$ cat config.mk
export PLATFORM = sky130hd
export DESIGN_NAME = rob_flat
export DESIGN_NICKNAME = d
export VERILOG_FILES = /design/src/r10k_pkg.sv /design/src/retire_if.sv /design/src/rob.sv /design/src/flat_wrapper.sv
export SDC_FILE = /design/constraint.sdc
export NUM_CORES = 2
export LEC_CHECK = 0
export BUFFER_PORTS_ARGS = -buffer_cell sky130_fd_sc_hd__buf_2
export CAP_MARGIN = 20
export CORE_ASPECT_RATIO = 1.1
export CORE_UTILIZATION = 62
export CTS_BUF_LIST = sky130_fd_sc_hd__clkbuf_8
export DETAILED_ROUTE_END_ITERATION = 8
export MAX_ROUTING_LAYER = met4
export PLACE_DENSITY = 0.8
export SETUP_SLACK_MARGIN = 0.4
export SYNTH_ARGS = -nofsm -noshare
export SYNTH_HDL_FRONTEND = slang
export SYNTH_SLANG_ARGS = --single-unit
$ cat constraint.sdc
create_clock -name clock -period 14.6 [get_ports clock]
set_input_delay 2.19 -clock clock [delete_from_list [all_inputs] [get_ports clock]]
set_output_delay 2.19 -clock clock [all_outputs]
set_load 0.02 [all_outputs]
$ cat src/r10k_pkg.sv
package r10k_pkg;

    localparam int arch_reg_count = 32;  // Architectural registers visible to software
    localparam int phys_reg_count = 64;  // Physical registers behind the rename map
    localparam int rob_depth      = 16;  // Must stay a power of two, pointers wrap naturally

    typedef logic [4:0]  arch_reg_idx_t;
    typedef logic [5:0]  phys_reg_idx_t;
    typedef logic [31:0] data_t;
    typedef logic [31:0] addr_t;

    // One in-flight instruction, written at dispatch and read back at retire
    typedef struct packed {
        addr_t         npc;
        arch_reg_idx_t arch_dest;
        logic          has_dest;   // Without a destination t_old is a copy of t_new
        phys_reg_idx_t t_new;      // Register that receives the result
        phys_reg_idx_t t_old;      // Previous mapping, freed when this entry retires
        logic          halt;
        logic          illegal;
    } rob_packet_t;

    // One committed instruction as seen outside the backend
    typedef struct packed {
        addr_t         npc;
        arch_reg_idx_t reg_idx;    // Architectural destination
        data_t         data;       // Value read from t_new
        logic          halt;
        logic          illegal;
        logic          valid;
    } commit_packet_t;

    // Once halted the retire stage commits nothing until the next reset
    typedef enum logic {
        retire_running,
        retire_halted
    } retire_state_t;

endpackage

$ cat src/retire_if.sv
interface retire_if #(
    parameter int ways = 2
);
    import r10k_pkg::*;

    localparam int count_w = $clog2(ways + 1);

    rob_packet_t   [ways-1:0]      rob_outputs;               // Oldest entries, slot 0 is the head
    logic          [count_w-1:0]   rob_outputs_valid;         // How many of those are occupied
    logic          [count_w-1:0]   num_retiring;              // Entries popped at the next edge
    logic          [phys_reg_count-1:0] complete_list;        // Written back since allocation
    phys_reg_idx_t [ways-1:0]      phys_regs_retiring;        // T_old registers, packed from slot 0
    logic          [count_w-1:0]   retire_count;              // Valid slots of phys_regs_retiring
    phys_reg_idx_t [ways-1:0]      retire_phys_regs_reading;  // Register file read addresses
    data_t         [ways-1:0]      retire_read_data;

    modport retire_side (
        input  rob_outputs, rob_outputs_valid, complete_list, retire_read_data,
        output num_retiring, phys_regs_retiring, retire_count, retire_phys_regs_reading
    );

    modport rob_side (output rob_outputs, rob_outputs_valid, input num_retiring);

    modport rename_side (output complete_list, input phys_regs_retiring, retire_count);

    modport regfile_side (input retire_phys_regs_reading, output retire_read_data);

endinterface

$ cat src/rob.sv
module rob #(
    parameter int ways = 2
) (
    input  logic                             clock,
    input  logic                             reset,
    input  logic [$clog2(ways+1)-1:0]        dispatch_count,    // Packets taken from slot 0 upward
    input  r10k_pkg::rob_packet_t [ways-1:0] dispatch_packets,
    output logic                             rob_space_ok,      // Room for a whole group
    retire_if.rob_side                       rob_port
);
    import r10k_pkg::*;

    localparam int ptr_w   = $clog2(rob_depth);
    localparam int occ_w   = ptr_w + 1;
    localparam int count_w = $clog2(ways + 1);
    localparam logic [occ_w-1:0] ways_wide = occ_w'(ways);

    rob_packet_t      entries [rob_depth];  // Validity comes from head and occupancy
    logic [ptr_w-1:0] head;                 // Oldest instruction
    logic [ptr_w-1:0] tail;                 // Next free slot
    logic [occ_w-1:0] occupancy;

    // The dispatcher sends only while the top level reports ready
    // Entries freed in this same cycle are not counted
    assign rob_space_ok = (occ_w'(rob_depth) - occupancy) >= ways_wide;

    always_comb begin
        for (int i = 0; i < ways; i++) begin
            rob_port.rob_outputs[i] = entries[head + ptr_w'(i)];  // Wraps at rob_depth
        end
        // Retire sees at most one group, fewer when the buffer is almost empty
        if (occupancy >= ways_wide) begin
            rob_port.rob_outputs_valid = count_w'(ways);
        end else begin
            rob_port.rob_outputs_valid = count_w'(occupancy);
        end
    end

    always_ff @(posedge clock) begin
        if (reset) begin
            head      <= '0;
            tail      <= '0;
            occupancy <= '0;
        end else begin
            head      <= head + ptr_w'(rob_port.num_retiring);
            tail      <= tail + ptr_w'(dispatch_count);
            // Push and pop may happen together
            occupancy <= occupancy + occ_w'(dispatch_count) - occ_w'(rob_port.num_retiring);
        end
    end

    // Slot i of the group lands i places after the tail
    always_ff @(posedge clock) begin
        for (int i = 0; i < ways; i++) begin
            if (i < dispatch_count) begin
                entries[tail + ptr_w'(i)] <= dispatch_packets[i];
            end
        end
    end

endmodule

$ cat src/flat_wrapper.sv
// flat-port wrapper written by rule: the top's interface ports become plain ports
module rob_flat import r10k_pkg::*;
#(
    parameter int ways = 2
)
  (clock, reset, dispatch_count, dispatch_packets, rob_space_ok, rob_port_rob_outputs, rob_port_rob_outputs_valid, rob_port_num_retiring);
  retire_if #(.ways(ways)) rob_port_i ();
  input  logic clock;
  input  logic reset;
  input  logic [$clog2(ways+1)-1:0] dispatch_count;
  input  r10k_pkg::rob_packet_t [ways-1:0] dispatch_packets;
  output logic rob_space_ok;
  output wire logic [$bits(rob_port_i.rob_outputs)-1:0] rob_port_rob_outputs;
  output wire logic [$bits(rob_port_i.rob_outputs_valid)-1:0] rob_port_rob_outputs_valid;
  input wire logic [$bits(rob_port_i.num_retiring)-1:0] rob_port_num_retiring;
  assign rob_port_rob_outputs = rob_port_i.rob_outputs;
  assign rob_port_rob_outputs_valid = rob_port_i.rob_outputs_valid;
  assign rob_port_i.num_retiring = rob_port_num_retiring;
  rob #(.ways(ways)) u_core (.clock(clock), .reset(reset), .dispatch_count(dispatch_count), .dispatch_packets(dispatch_packets), .rob_space_ok(rob_space_ok), .rob_port(rob_port_i));
endmodule
Word level (Yosys, flattened, before mapping):

Memories as Yosys holds them, arrays and structs flattened. A register that Yosys moved wholly into a read port is not among the register bits.
Cells that the tools add are included.

* register bits: 13
* bits in writable memories: 832
* bits of input ports: 110
* memories: 1

* add/sub/neg operators: 7
* order comparisons: 4
* mux-type cells: 6

Memories
* u_core.entries: words 16, bits a word 52, read ports 2, clocked after memory_dff 1, wr ports 2, RTL line rob.sv:18 `rob_packet_t entries [rob_depth];`

Operators with widths (number)
* $ge 5x2->1 const B: 2
* $add 4x1->4 const B: 2
* $add 4x2->4: 2
* $add 5x2->5: 1
* $sub 5x2->5: 1
* $sub 5x5->5 const A: 1
* $lt 1x2->1 const A: 2
* $mux 1: 4
* $mux 4: 1
* $mux 2: 1

Logic depth before layout (Yosys ltp):

* depth in word-level cells: 3
* mapped depth: 11

Least setup slack after synthesis:

OpenSTA, ideal clock, no wires.

* path kind: input port to flip-flop
* start point: input port dispatch_count[1]
* end point: memory u_core.entries[0][0] in the netlist's numbering, enable pin
* arrival time: 6.269 ns
* required time: 14.058 ns
* path slack: 7.789 ns
* stages: 2
* buffers on the path: 0
* path through: o21ai_0 > o32ai_1

RTL lines
* start: declaration: RTL line flat_wrapper.sv:10 `input logic [$clog2(ways+1)-1:0] dispatch_count;`
* end: declaration: RTL line rob.sv:18

Final worst setup path:

* start point: register u_core.head[1]
* end point: output port rob_port_rob_outputs[98]

* longest elaborated chain between the ends: 2

Ends and longest elaborated chain
* start: declaration: RTL line rob.sv:19 `logic [ptr_w-1:0] head;`
* start signal: assignment: RTL line rob.sv:45 `head <= head + ptr_w'(rob_port.num_retiring);`
* $add 4x1->4: RTL line rob.sv:29 `rob_port.rob_outputs[i] = entries[head + ptr_w'(i)];`
* $mem_v2 16x52
* end: declaration: RTL line flat_wrapper.sv:13 `output wire logic [$bits(rob_port_i.rob_outputs)-1:0] rob_port_rob_outputs;`

Every way passes these cells.

==> impl_results.md <==
* Post-Synth XOR/XNOR Area at 0.142%
* Clk_lat worst skew at 0.81 ns
* CP startpoint kind: register
* Sequential share of the synthesized area at 51.0%
* CTS tree: yes
* Dpl hpwl at 81,000 um
* Clock sinks at 845
* Hold Crit Class: reg2reg
* Worst reg2reg setup slack at 10.59 ns
* Slew HR at 19.4%
* CP required at 12.41 ns
* Post-CTS Setup Repair Bufs at 0
* Post-Synth Simple-Gate Area at 1.27%
* Post-synthesis mux area share at 37.9%
* Vias at 33,174
* GR Util met1 at 47.2%
* First-pass GRT wire length at 220,000 um
* Compound-gate portion of the synthesized area at 5.19%
* Gr busiest metal: met2
* Seq cells post-synth at 845
* Crit end category: output port
* Core region area at 0.0789 mm2
* Die Footprint at 0.0810 mm2
* Async set-reset flop share out of synthesis at 0%
* Total wire length at 153,000 um
* Number of synthesized flops with an enable pin at 832
* Number of max-cap violations at 0
* Largest area contributor in the synthesized netlist: edfxtp_1
* Avg Cell Area, Syn at 15.4 um2
* Reg2reg start: u_core.tail[3]$_SDFF_PP0_
* Final-report hold violation count at 0
* Post_cts resized at 0
* GR Overflow Total at 0
* Die height at 298 um
* Hold Crit Depth at 4
* Worst R2R End: u_core.entries[12][46]$_DFFE_PP_
* Starting density of the core at 62.7%
* Largest family of logic cells by synthesized area: multiplexers
* Number of buffers created by CTS at 140
* Final ANT Viol Nets at 0
* Top_reg_cell synth: edfxtp_1
* Overall routing resource usage at 38.7%
* Clock transition at path regs at 0.06 ns
* Grt met2 use at 60.4%
* Synth area leaders: edfxtp_1 50%, mux2_2 19%, mux4_2 14%, mux2i_1 3.2%, a22oi_1 1.6%
* Max Clk Rate at 0.125 GHz
* RSZ-0062 raised after global routing: no
* Hold path start: u_core.occupancy[4]$_SDFF_PP0_
* Yosys warning count at 0
* Pre-CTS WS at 7.08 ns
* Cell with the most instances after synthesis: mux2_2
* Setup violations, final at 0
* Status: finished, final reports clean
* Design area at 0.0540 mm2
* Final nets at 3,416
* Post-synth top area share at 50.5%
* Wire length per cell at 34.3 um
* Layout cells sized above 1 at 50.0%
* Post-Synth Adder-Cell Area at 0.566%
* R2R depth at 5
* Via density at 7.43
* Synth cell types at 40
* Grt met3 use at 8.24%
* WP data arrival at 5.79 ns
* Initial antenna violation count at 25
* Worst Skew at 0.0375 ns
* Initial drt markers at 4,694
* Fin worst setup slack at 6.62 ns
* Total power at 6780 uW
* Mapped Area at 0.0495 mm2
* Critical path type: reg2out
* Largest buffer count on any clock path at 3
* Final Max Tran Viols at 0
* Final core occ at 68.4%
* Max VDD drop at 0.0892 mV
* Hold_buf cts at 0
* Vias in the first global route at 33,390
* CP max FO at 58
* Worst Hold End: u_core.occupancy[4]$_SDFF_PP0_
* Leak Pwr at 0.0182 uW
* 1st-pass router iterations at 9
* Clock root cell: clkbuf_8
* Placement Rows at 108
* Final min period at 7.98 ns
* Placed inst area at 0.0512 mm2
* Setup_tns at 0 ns
* DRC Markers at 0
* Largest net degree at the start of global routing at 173
* Fillers at 5,327
* Most frequent cells after synthesis: 836 x mux2_2, 832 x edfxtp_1, 312 x mux4_2
* IO Pins at 217
* Pwr dens at 126 mW/mm2
* Width of the chip at 271 um
* Final GP Congestion at 0.833
* Tcrit/Tclk final at 54.6%
* Synth Instances at 3,215
* Synthesized Nets at 3,345
* Area growth syn-to-layout at 9.02%
* Max H-tree Level at 4
* Slew @ Worst Pin at 1.21 ns
* PortBufs at 216
## cells by family (layout without fill, tap and decap cells)
logic type                 Yosys count  after routing
buffers and inverters              466            644
AOI/OAI and AO/OA                  381            381
adders and majority gates           20             20
muxes                             1355           1355
DFF                                845            845
other                                0             26
and+or+nand+nor                    140            140
xor gates and xnor gates             8              8
## power breakdown
part           switching, uW  total (uW)  internal, uW
clock network            971        2020          1050
logic                   1060        1840           772
registers               92.7        2920          2830
## per-stage QoR
stage | hold slack [ns] | instances
final | 0.787 | 4464
after global routing | 0.831 | 4463
after CTS | 0.780 | 4436
after detailed placement | 0.772 | 4187
after global placement | 0.721 | 4185
after floorplan | 0.570 | 3215
## sequential cells by signal (all words and copies together), names as in the netlist
register          count
u_core.tail           4
u_core.occupancy      5
u_core.head           4
u_core.entries      832
## layout make-up
cell class	count	area (um2)	share of cell area, %
clock inverter	99	573	1.06
sequential	845	25300	46.8
multi-input combinational	1904	22600	41.9
antenna	26	65.1	0.121
clock buffer	150	2060	3.83
tap	1045	1310	2.42
inverter	117	439	0.814
timing repair buffer	278	1640	3.03
## how the worst max path moves through the flow
stage / slack [ns] / depth (start not counted) / end / start
floorplan: 7.79 / 2 / u_core.entries[0][0]$_DFFE_PP_ / dispatch_count[1]
CTS: 6.26 / 7 / rob_port_rob_outputs[98] / u_core.head[1]$_SDFF_PP0_
global route: 6.32 / 8 / rob_port_rob_outputs[100] / u_core.head[1]$_SDFF_PP0_
global placement: 7.20 / 7 / rob_port_rob_outputs[98] / u_core.head[1]$_SDFF_PP0_
finish: 6.62 / 8 / rob_port_rob_outputs[98] / u_core.head[1]$_SDFF_PP0_
detailed placement: 7.08 / 7 / rob_port_rob_outputs[98] / u_core.head[1]$_SDFF_PP0_
## worst max-delay path, cell delays in order (launching register included)
cell	delay [ns]
dfxtp_4	1.12
ha_4	0.86
buf_4	0.50
buf_16	0.31
buf_4	0.74
mux4_2	0.61
a22oi_1	0.19
o221ai_1	0.30
buf_2	0.29
## cells in the final DEF, fill, tap and decap left out, types with 51 or more instances in the layout
master | Yosys | layout
a22oi_1 | 103 | 103
edfxtp_1 | 832 | 832
nand2_1 | 65 | 63
buf_4 | 0 | 56
mux4_2 | 312 | 312
mux2i_1 | 157 | 156
o21ai_0 | 108 | 108
inv_1 | 116 | 160
mux2_2 | 836 | 835
a21oi_1 | 60 | 59
mux2_4 | 50 | 51
clkbuf_8 | 0 | 150
o221ai_1 | 51 | 51
a221oi_1 | 52 | 52
buf_2 | 126 | 216
## routing by layer
layer | vias up | wire, um
li1 | 13113 | -
met1 | 16859 | 53400
met2 | 2642 | 73900
met3 | 560 | 17400
met4 | 0 | 8560
met5 | - | 0
No activity file was read; power rests on OpenSTA's default activity.
