`config.mk`:
```
export PLATFORM = sky130hd
export DESIGN_NAME = retire_flat
export DESIGN_NICKNAME = d
export VERILOG_FILES = /design/src/r10k_pkg.sv /design/src/retire_if.sv /design/src/retire.sv /design/src/flat_wrapper.sv
export SDC_FILE = /design/constraint.sdc
export NUM_CORES = 1
export LEC_CHECK = 0
export BUFFER_PORTS_ARGS = -buffer_cell sky130_fd_sc_hd__buf_2
export CAP_MARGIN = 20
export CORE_AREA = 5 5 156 158
export CTS_BUF_LIST = sky130_fd_sc_hd__clkbuf_8
export CTS_CLUSTER_DIAMETER = 200
export DETAILED_ROUTE_END_ITERATION = 7
export DIE_AREA = 0 0 161 163
export GPL_ROUTABILITY_DRIVEN = 0
export MAX_ROUTING_LAYER = met4
export PLACE_DENSITY_LB_ADDON = 0.25
export SLEW_MARGIN = 20
export SYNTH_ARGS = -nofsm -noshare
export SYNTH_HDL_FRONTEND = slang
export SYNTH_SLANG_ARGS = --single-unit
```
`constraint.sdc`:
```
create_clock -name clock -period 5.7 [get_ports clock]
set_clock_uncertainty 0.15 [all_clocks]
set_input_delay 1.14 -clock clock [delete_from_list [all_inputs] [get_ports clock]]
set_output_delay 1.14 -clock clock [all_outputs]
set_load 0.005 [all_outputs]
```
`src/r10k_pkg.sv`:
```
package r10k_pkg;

    localparam int arch_reg_count = 32;  // Architectural registers visible to software
    localparam int phys_reg_count = 64;  // Physical registers behind the rename map
    localparam int rob_depth      = 16;  // Must stay a power of two, pointers wrap naturally

    typedef logic [4:0]  arch_reg_idx_t;
    typedef logic [5:0]  phys_reg_idx_t;
    typedef logic [31:0] data_t;
    typedef logic [31:0] addr_t;

    // One in-flight instruction, written at dispatch and read back at retire
    typedef struct packed {
        addr_t         npc;
        arch_reg_idx_t arch_dest;
        logic          has_dest;   // Without a destination t_old is a copy of t_new
        phys_reg_idx_t t_new;      // Register that receives the result
        phys_reg_idx_t t_old;      // Previous mapping, freed when this entry retires
        logic          halt;
        logic          illegal;
    } rob_packet_t;

    // One committed instruction as seen outside the backend
    typedef struct packed {
        addr_t         npc;
        arch_reg_idx_t reg_idx;    // Architectural destination
        data_t         data;       // Value read from t_new
        logic          halt;
        logic          illegal;
        logic          valid;
    } commit_packet_t;

    // Once halted the retire stage commits nothing until the next reset
    typedef enum logic {
        retire_running,
        retire_halted
    } retire_state_t;

endpackage

```
`src/retire_if.sv`:
```
interface retire_if #(
    parameter int ways = 2
);
    import r10k_pkg::*;

    localparam int count_w = $clog2(ways + 1);

    rob_packet_t   [ways-1:0]      rob_outputs;               // Oldest entries, slot 0 is the head
    logic          [count_w-1:0]   rob_outputs_valid;         // How many of those are occupied
    logic          [count_w-1:0]   num_retiring;              // Entries popped at the next edge
    logic          [phys_reg_count-1:0] complete_list;        // Written back since allocation
    phys_reg_idx_t [ways-1:0]      phys_regs_retiring;        // T_old registers, packed from slot 0
    logic          [count_w-1:0]   retire_count;              // Valid slots of phys_regs_retiring
    phys_reg_idx_t [ways-1:0]      retire_phys_regs_reading;  // Register file read addresses
    data_t         [ways-1:0]      retire_read_data;

    modport retire_side (
        input  rob_outputs, rob_outputs_valid, complete_list, retire_read_data,
        output num_retiring, phys_regs_retiring, retire_count, retire_phys_regs_reading
    );

    modport rob_side (output rob_outputs, rob_outputs_valid, input num_retiring);

    modport rename_side (output complete_list, input phys_regs_retiring, retire_count);

    modport regfile_side (input retire_phys_regs_reading, output retire_read_data);

endinterface

```
`src/retire.sv`:
```
module retire #(
    parameter int ways = 2
) (
    input  logic                                clock,
    input  logic                                reset,
    retire_if.retire_side                       retire_port,
    output r10k_pkg::commit_packet_t [ways-1:0] committed_insts,
    output logic                                halted
);
    import r10k_pkg::*;

    localparam int count_w = $clog2(ways + 1);

    retire_state_t      state;
    retire_state_t      state_next;
    logic               stop;         // Set once a slot cannot retire, later slots follow
    logic [count_w-1:0] n_retire;

    assign halted = (state == retire_halted);

    always_comb begin
        stop                                 = (state == retire_halted);
        state_next                           = state;
        n_retire                             = '0;
        committed_insts                      = '0;
        retire_port.phys_regs_retiring       = '0;
        for (int i = 0; i < ways; i++) begin
            // Read t_new for every slot, only retiring slots use the data
            retire_port.retire_phys_regs_reading[i] = retire_port.rob_outputs[i].t_new;
            if (!stop && i < retire_port.rob_outputs_valid &&
                retire_port.complete_list[retire_port.rob_outputs[i].t_new]) begin
                committed_insts[i].npc     = retire_port.rob_outputs[i].npc;
                committed_insts[i].reg_idx = retire_port.rob_outputs[i].arch_dest;
                committed_insts[i].data    = retire_port.retire_read_data[i];
                committed_insts[i].halt    = retire_port.rob_outputs[i].halt;
                committed_insts[i].illegal = retire_port.rob_outputs[i].illegal;
                committed_insts[i].valid   = 1'b1;
                retire_port.phys_regs_retiring[i] = retire_port.rob_outputs[i].t_old;
                n_retire = n_retire + 1'b1;
                if (retire_port.rob_outputs[i].halt) begin
                    stop       = 1'b1;           // Nothing younger than a halt commits
                    state_next = retire_halted;
                end
            end else begin
                stop = 1'b1;                     // In-order retirement stops at the first gap
            end
        end
        retire_port.num_retiring = n_retire;     // Entries popped from the ROB
        retire_port.retire_count = n_retire;     // T_old registers returned to the free list
    end

    always_ff @(posedge clock) begin
        if (reset) begin
            state <= retire_running;
        end else begin
            state <= state_next;
        end
    end

endmodule

```
`src/flat_wrapper.sv`:
```
// flat-port wrapper written by rule: the top's interface ports become plain ports
module retire_flat import r10k_pkg::*;
#(
    parameter int ways = 2
)
  (clock, reset, committed_insts, halted, retire_port_rob_outputs, retire_port_rob_outputs_valid, retire_port_complete_list, retire_port_retire_read_data, retire_port_num_retiring, retire_port_phys_regs_retiring, retire_port_retire_count, retire_port_retire_phys_regs_reading);
  retire_if #(.ways(ways)) retire_port_i ();
  input  logic clock;
  input  logic reset;
  output r10k_pkg::commit_packet_t [ways-1:0] committed_insts;
  output logic halted;
  input wire logic [$bits(retire_port_i.rob_outputs)-1:0] retire_port_rob_outputs;
  input wire logic [$bits(retire_port_i.rob_outputs_valid)-1:0] retire_port_rob_outputs_valid;
  input wire logic [$bits(retire_port_i.complete_list)-1:0] retire_port_complete_list;
  input wire logic [$bits(retire_port_i.retire_read_data)-1:0] retire_port_retire_read_data;
  output wire logic [$bits(retire_port_i.num_retiring)-1:0] retire_port_num_retiring;
  output wire logic [$bits(retire_port_i.phys_regs_retiring)-1:0] retire_port_phys_regs_retiring;
  output wire logic [$bits(retire_port_i.retire_count)-1:0] retire_port_retire_count;
  output wire logic [$bits(retire_port_i.retire_phys_regs_reading)-1:0] retire_port_retire_phys_regs_reading;
  assign retire_port_i.rob_outputs = retire_port_rob_outputs;
  assign retire_port_i.rob_outputs_valid = retire_port_rob_outputs_valid;
  assign retire_port_i.complete_list = retire_port_complete_list;
  assign retire_port_i.retire_read_data = retire_port_retire_read_data;
  assign retire_port_num_retiring = retire_port_i.num_retiring;
  assign retire_port_phys_regs_retiring = retire_port_i.phys_regs_retiring;
  assign retire_port_retire_count = retire_port_i.retire_count;
  assign retire_port_retire_phys_regs_reading = retire_port_i.retire_phys_regs_reading;
  retire #(.ways(ways)) u_core (.clock(clock), .reset(reset), .retire_port(retire_port_i), .committed_insts(committed_insts), .halted(halted));
endmodule
```
Word-level counts from Yosys, hierarchy flattened:

Cells that the tools add are included.

* register bits: 1
* word-level logic and storage cells: 27
* input port bits: 236

* multiplexer cells: 15
* reductions and logical operators: 6
* $lt $le $gt $ge: 4
* $add $sub $neg: 1

Operator list (count)
* two-way mux 72 bit: 2
* less-than comparator 6 x 7 -> 1 bit (second input constant): 2
* binary-select mux 1 bit (select 6 bit): 2
* two-way mux 6 bit: 2
* two-way mux 1 bit: 8
* logical AND 1 bit: 4
* less-than comparator 1 x 2 -> 1 bit (first input constant): 2
* adder 1 x 1 -> 2 bit (second input constant): 1
* zero test 1 bit: 2
* two-way mux 2 bit: 1

Longest topological paths before layout:

* word-level depth: 8
* gate-level depth with buffers: 12
* mapped depth without buffers: 7

Worst setup path after synthesis:

No wires, ideal clock.

* kind: input-to-output
* start: in retire_port_rob_outputs[60]
* end: out retire_port_retire_count[0]
* slack: 0.693 ns
* cell stages on the path: 11
* data arrival time: 3.717 ns
* buffers on the path: 4
* data required time: 4.410 ns
* cell sequence: buf_2 > mux4_2 > mux4_2 > nor2b_1 > o41a_1 > o2111ai_2 > buf_6 > buf_6 > nor2_1 > ha_1 > buf_4

* longest elaborated chain between the ends: 4

RTL lines
* start, declared: line flat_wrapper.sv:12 `input wire logic [$bits(retire_port_i.rob_outputs)-1:0] retire_port_rob_outputs;`
* binary-select mux 1 bit (select 6 bit): line retire.sv:31 `retire_port.complete_list[retire_port.rob_outputs[i].t_new]) begin`
* two-way mux 1 bit (not written as such): line retire.sv:31
* logical AND 1 bit: line retire.sv:30 `if (!stop && i < retire_port.rob_outputs_valid &&`
* two-way mux 2 bit: line retire.sv:30
* end, declared: line flat_wrapper.sv:18 `output wire logic [$bits(retire_port_i.retire_count)-1:0] retire_port_retire_count;`

No other way between the ends. The select of a mux whose other input is x is not followed.

==> flow_metrics.py <==
metrics = {
    "drt": {
        "postRouteAntennaNets": 0,
        "drt-total-wl_mm": 16.3,
        "drt_pre_antenna_iters": 4,
        "drc_errors": 0,
        "post_drt_wl_per_cell_um": 17.1,
        "vias": 3818,
        "drt_iter0_drc": 188,
        "via_per_inst": 4.01,
    },
    "clocking": {
        "cts_hold_buf": 0,
        "post_cts_buffers": 0,
        "clock_latency_ns": 0,
        "clk_pin_slew_ns": 0,
        "cts-resized-gates": 0,
    },
    "critical_path": {
        "criticalPathCategory": "input pin to output port",
        "crit_fanout": 56,
        "cp_num_buf_inv": 4,
        "critPathRequiredTime_ns": 4.41,
        "cp-start-kind": "input pin",
        "cp_slowest_stage_delay_ns": 0.70,
        "r2r_start": "u_core.halted",
        "crit_path_frequent_cell": "buf_2",
        "crit_chain": "buf_2 > buf_12 > mux4_2 > a22oi_1 > and4_1 > nor4b_1 > or2_2 > buf_4 > and2_1 > buf_2",
        "cp.arrival_ns": 3.98,
        "startpoint": "retire_port_rob_outputs[8]",
        "crit_slowest_cell": "or2_2",
        "path_delay_family": "simple AND/OR/NAND/NOR gates",
        "end_kind": "output port",
    },
    "pwr": {
        "p_leak_nw": 2.55,
        "power.density_nw_per_um2": 80.9,
        "ir_drop_v": 0.0000242,
    },
    "cells_and_area": {
        "seqCellArea_um2": 20.0,
        "multiInputGateArea_um2": 2210,
        "nets": 900,
        "largest_reg_flops": 1,
        "syn_to_final_growth_pct": 86.8,
        "drive_above_1_share_pct": 67.9,
        "fin_cells": 953,
        "fin_area_um2": 4710,
        "n_fill_cell": 2606,
    },
    "placed_design": {
        "dp_hpwl_mm": 14.4,
        "placed_area_um2": 4710,
        "port_buffers": 406,
        "dpl.cell_count": 951,
    },
    "sta": {
        "fmax_mhz": 190,
        "hold_viol": 0,
        "fin_crit_ns": 5.27,
        "finalSetupViolCount": 0,
        "finalCritPeriodShare_pct": 92.5,
        "tightestPinTransition_ns": 0.780,
        "rsz0062_at_grt": "false",
        "slew_headroom_pct": 48.0,
        "drv_slew": 0,
        "final.setup.tns_ns": 0,
    },
    "grt": {
        "grt_max_degree": 68,
        "antenna_found_initial": 2,
        "grt_usage_pct": 11.0,
        "grt_pass1_wl_mm": 22.3,
        "first_global_vias": 3812,
        "grt.overflow.total": 0,
    },
    "flow_run": {
        "drv_cap": 0,
    },
    "synthesis": {
        "syn_area_um2": 2520,
        "netlist.area_leader.share_pct": 28.6,
        "ys_ff_latch": 1,
        "ys_seq_area_share_pct": 0.794,
        "syn_area_per_cell_um2": 8.43,
        "syn_nets": 536,
        "synth_cells": 299,
        "yosysUniqueCellTypes": 37,
        "synth.top_cells.by_area": "mux4_2 (29%), nor3b_1 (24%), and2_1 (19%), buf_4 (4.8%), buf_2 (2.4%)",
        "yosysWarnings": 0,
        "yosys.area.top_type": "mux4_2",
    },
    "die": {
        "fp.dieH_um": 163,
        "die_w_um": 161,
        "initial_core_util_pct": 11.0,
        "ios": 409,
        "dieArea_um2": 26200,
        "rows": 56,
        "core_um2": 23000,
    },
    "status": {
        "outcome": "completed",
    },
    "hold_path": {
        "hp-class": "flop to flop",
        "hp-start": "u_core.halted",
    },
}
## layout by cell type, fill, tap and decap left out, types with 3 or more instances in the layout
cell,synthesis,final
a31oi_1,3,3
nor2_1,6,6
buf_4,16,4
nor3b_1,81,81
mux2i_1,3,3
inv_1,4,4
buf_2,12,406
nor2b_1,6,6
and3b_1,3,3
o21ai_0,4,4
nand2_1,4,4
mux4_2,32,32
and2_1,77,77
a22oi_1,4,4
## where the power goes
| part | leakage, nW | internal, mW | switching (mW) | total [mW] |
|---|---|---|---|---|
| logic | 2.54 | 0.200 | 0.172 | 0.372 |
| registers | 0.00824 | 0.00815 | 0.00101 | 0.00916 |
| clock network | 0.0000127 | 0.0000000469 | 0 | 0.0000000469 |
| total | 2.55 | 0.208 | 0.173 | 0.381 |
## worst reg2reg max path: cells and delay by family, from the launching register on
kind | cells | cell delay (ns)
compound gates | 3 | 0.81
flops | 1 | 0.31
## final cells by class
class,instances,share of cell area [%]
Multi-Input combinational cell,244,46.8
Timing Repair Buffer,412,44.6
Tap cell,290,7.70
Sequential cell,1,0.425
Inverter,4,0.319
Antenna cell,2,0.106
## through the flow
stage / total power, mW / hold WS [ns] / worst slack [ns] / util [%]
finish: 0.381 / 0.510 / 0.427 / 20.5
global route: 0.419 / 0.558 / 0.0147 / 20.5
CTS: 0.389 / 0.512 / 0.348 / 20.5
detailed placement: 0.387 / 0.518 / 0.359 / 20.5
global placement: 0.388 / 0.507 / 0.319 / 20.5
floorplan: 0.200 / 0.423 / 0.693 / -
## synth_stat cells
| cell type | n |
|---|---|
| a2111oi_1 | 1 |
| o221ai_1 | 2 |
| and2_1 | 77 |
| and4_1 | 1 |
| ha_1 | 1 |
| buf_8 | 1 |
| nor2_1 | 6 |
| o2111ai_2 | 1 |
| inv_1 | 4 |
| o211a_1 | 1 |
| mux4_2 | 32 |
| nor4b_1 | 1 |
| buf_1 | 2 |
| and3b_1 | 3 |
| a22o_1 | 2 |
| buf_4 | 16 |
| a22oi_1 | 4 |
| o21ai_0 | 4 |
| a31o_2 | 1 |
| dfxtp_1 | 1 |
| mux2_2 | 2 |
| buf_2 | 12 |
| nand3_1 | 2 |
| clkbuf_1 | 15 |
| buf_6 | 2 |
| a211o_1 | 1 |
| nand2_1 | 4 |
| nor3_1 | 1 |
| and3_1 | 1 |
| nor2b_1 | 6 |
| or2_0 | 1 |
| mux2i_1 | 3 |
| o41a_1 | 1 |
| nor3b_1 | 81 |
| a31oi_1 | 3 |
| a21oi_1 | 1 |
| clkbuf_2 | 2 |
## worst paths after layout
check / endpoint / slack, ns / cells after the start
worst max-delay path: committed_insts[29] / 0.43 / 10
worst min-delay path: u_core.halted / 0.51 / 2
worst max register to register: u_core.halted / 4.34 / 3
worst min register to register: u_core.halted / 0.51 / 2
## cell families after synthesis
kind of cell               count (synthesis)  share of synthesized area [%]
muxes                                     37                           30.7
and+or+nand+nor                          184                           49.0
AOI/OAI and AO/OA                         22                           6.85
buffers and inverters                     54                           12.2
DFF                                        1                          0.794
adders and majority gates                  1                          0.496
## routing by layer
layer  GRT usage (%)  share of wire (%)  vias to the layer above
met5               -                  0                        -
met2            20.3                 51                      254
met4            1.63                1.7                        0
met1            12.8                 38                     1745
met3            1.87                8.8                       10
li1                -                  -                     1809
Note: power is estimated with default switching activity, not from simulation.
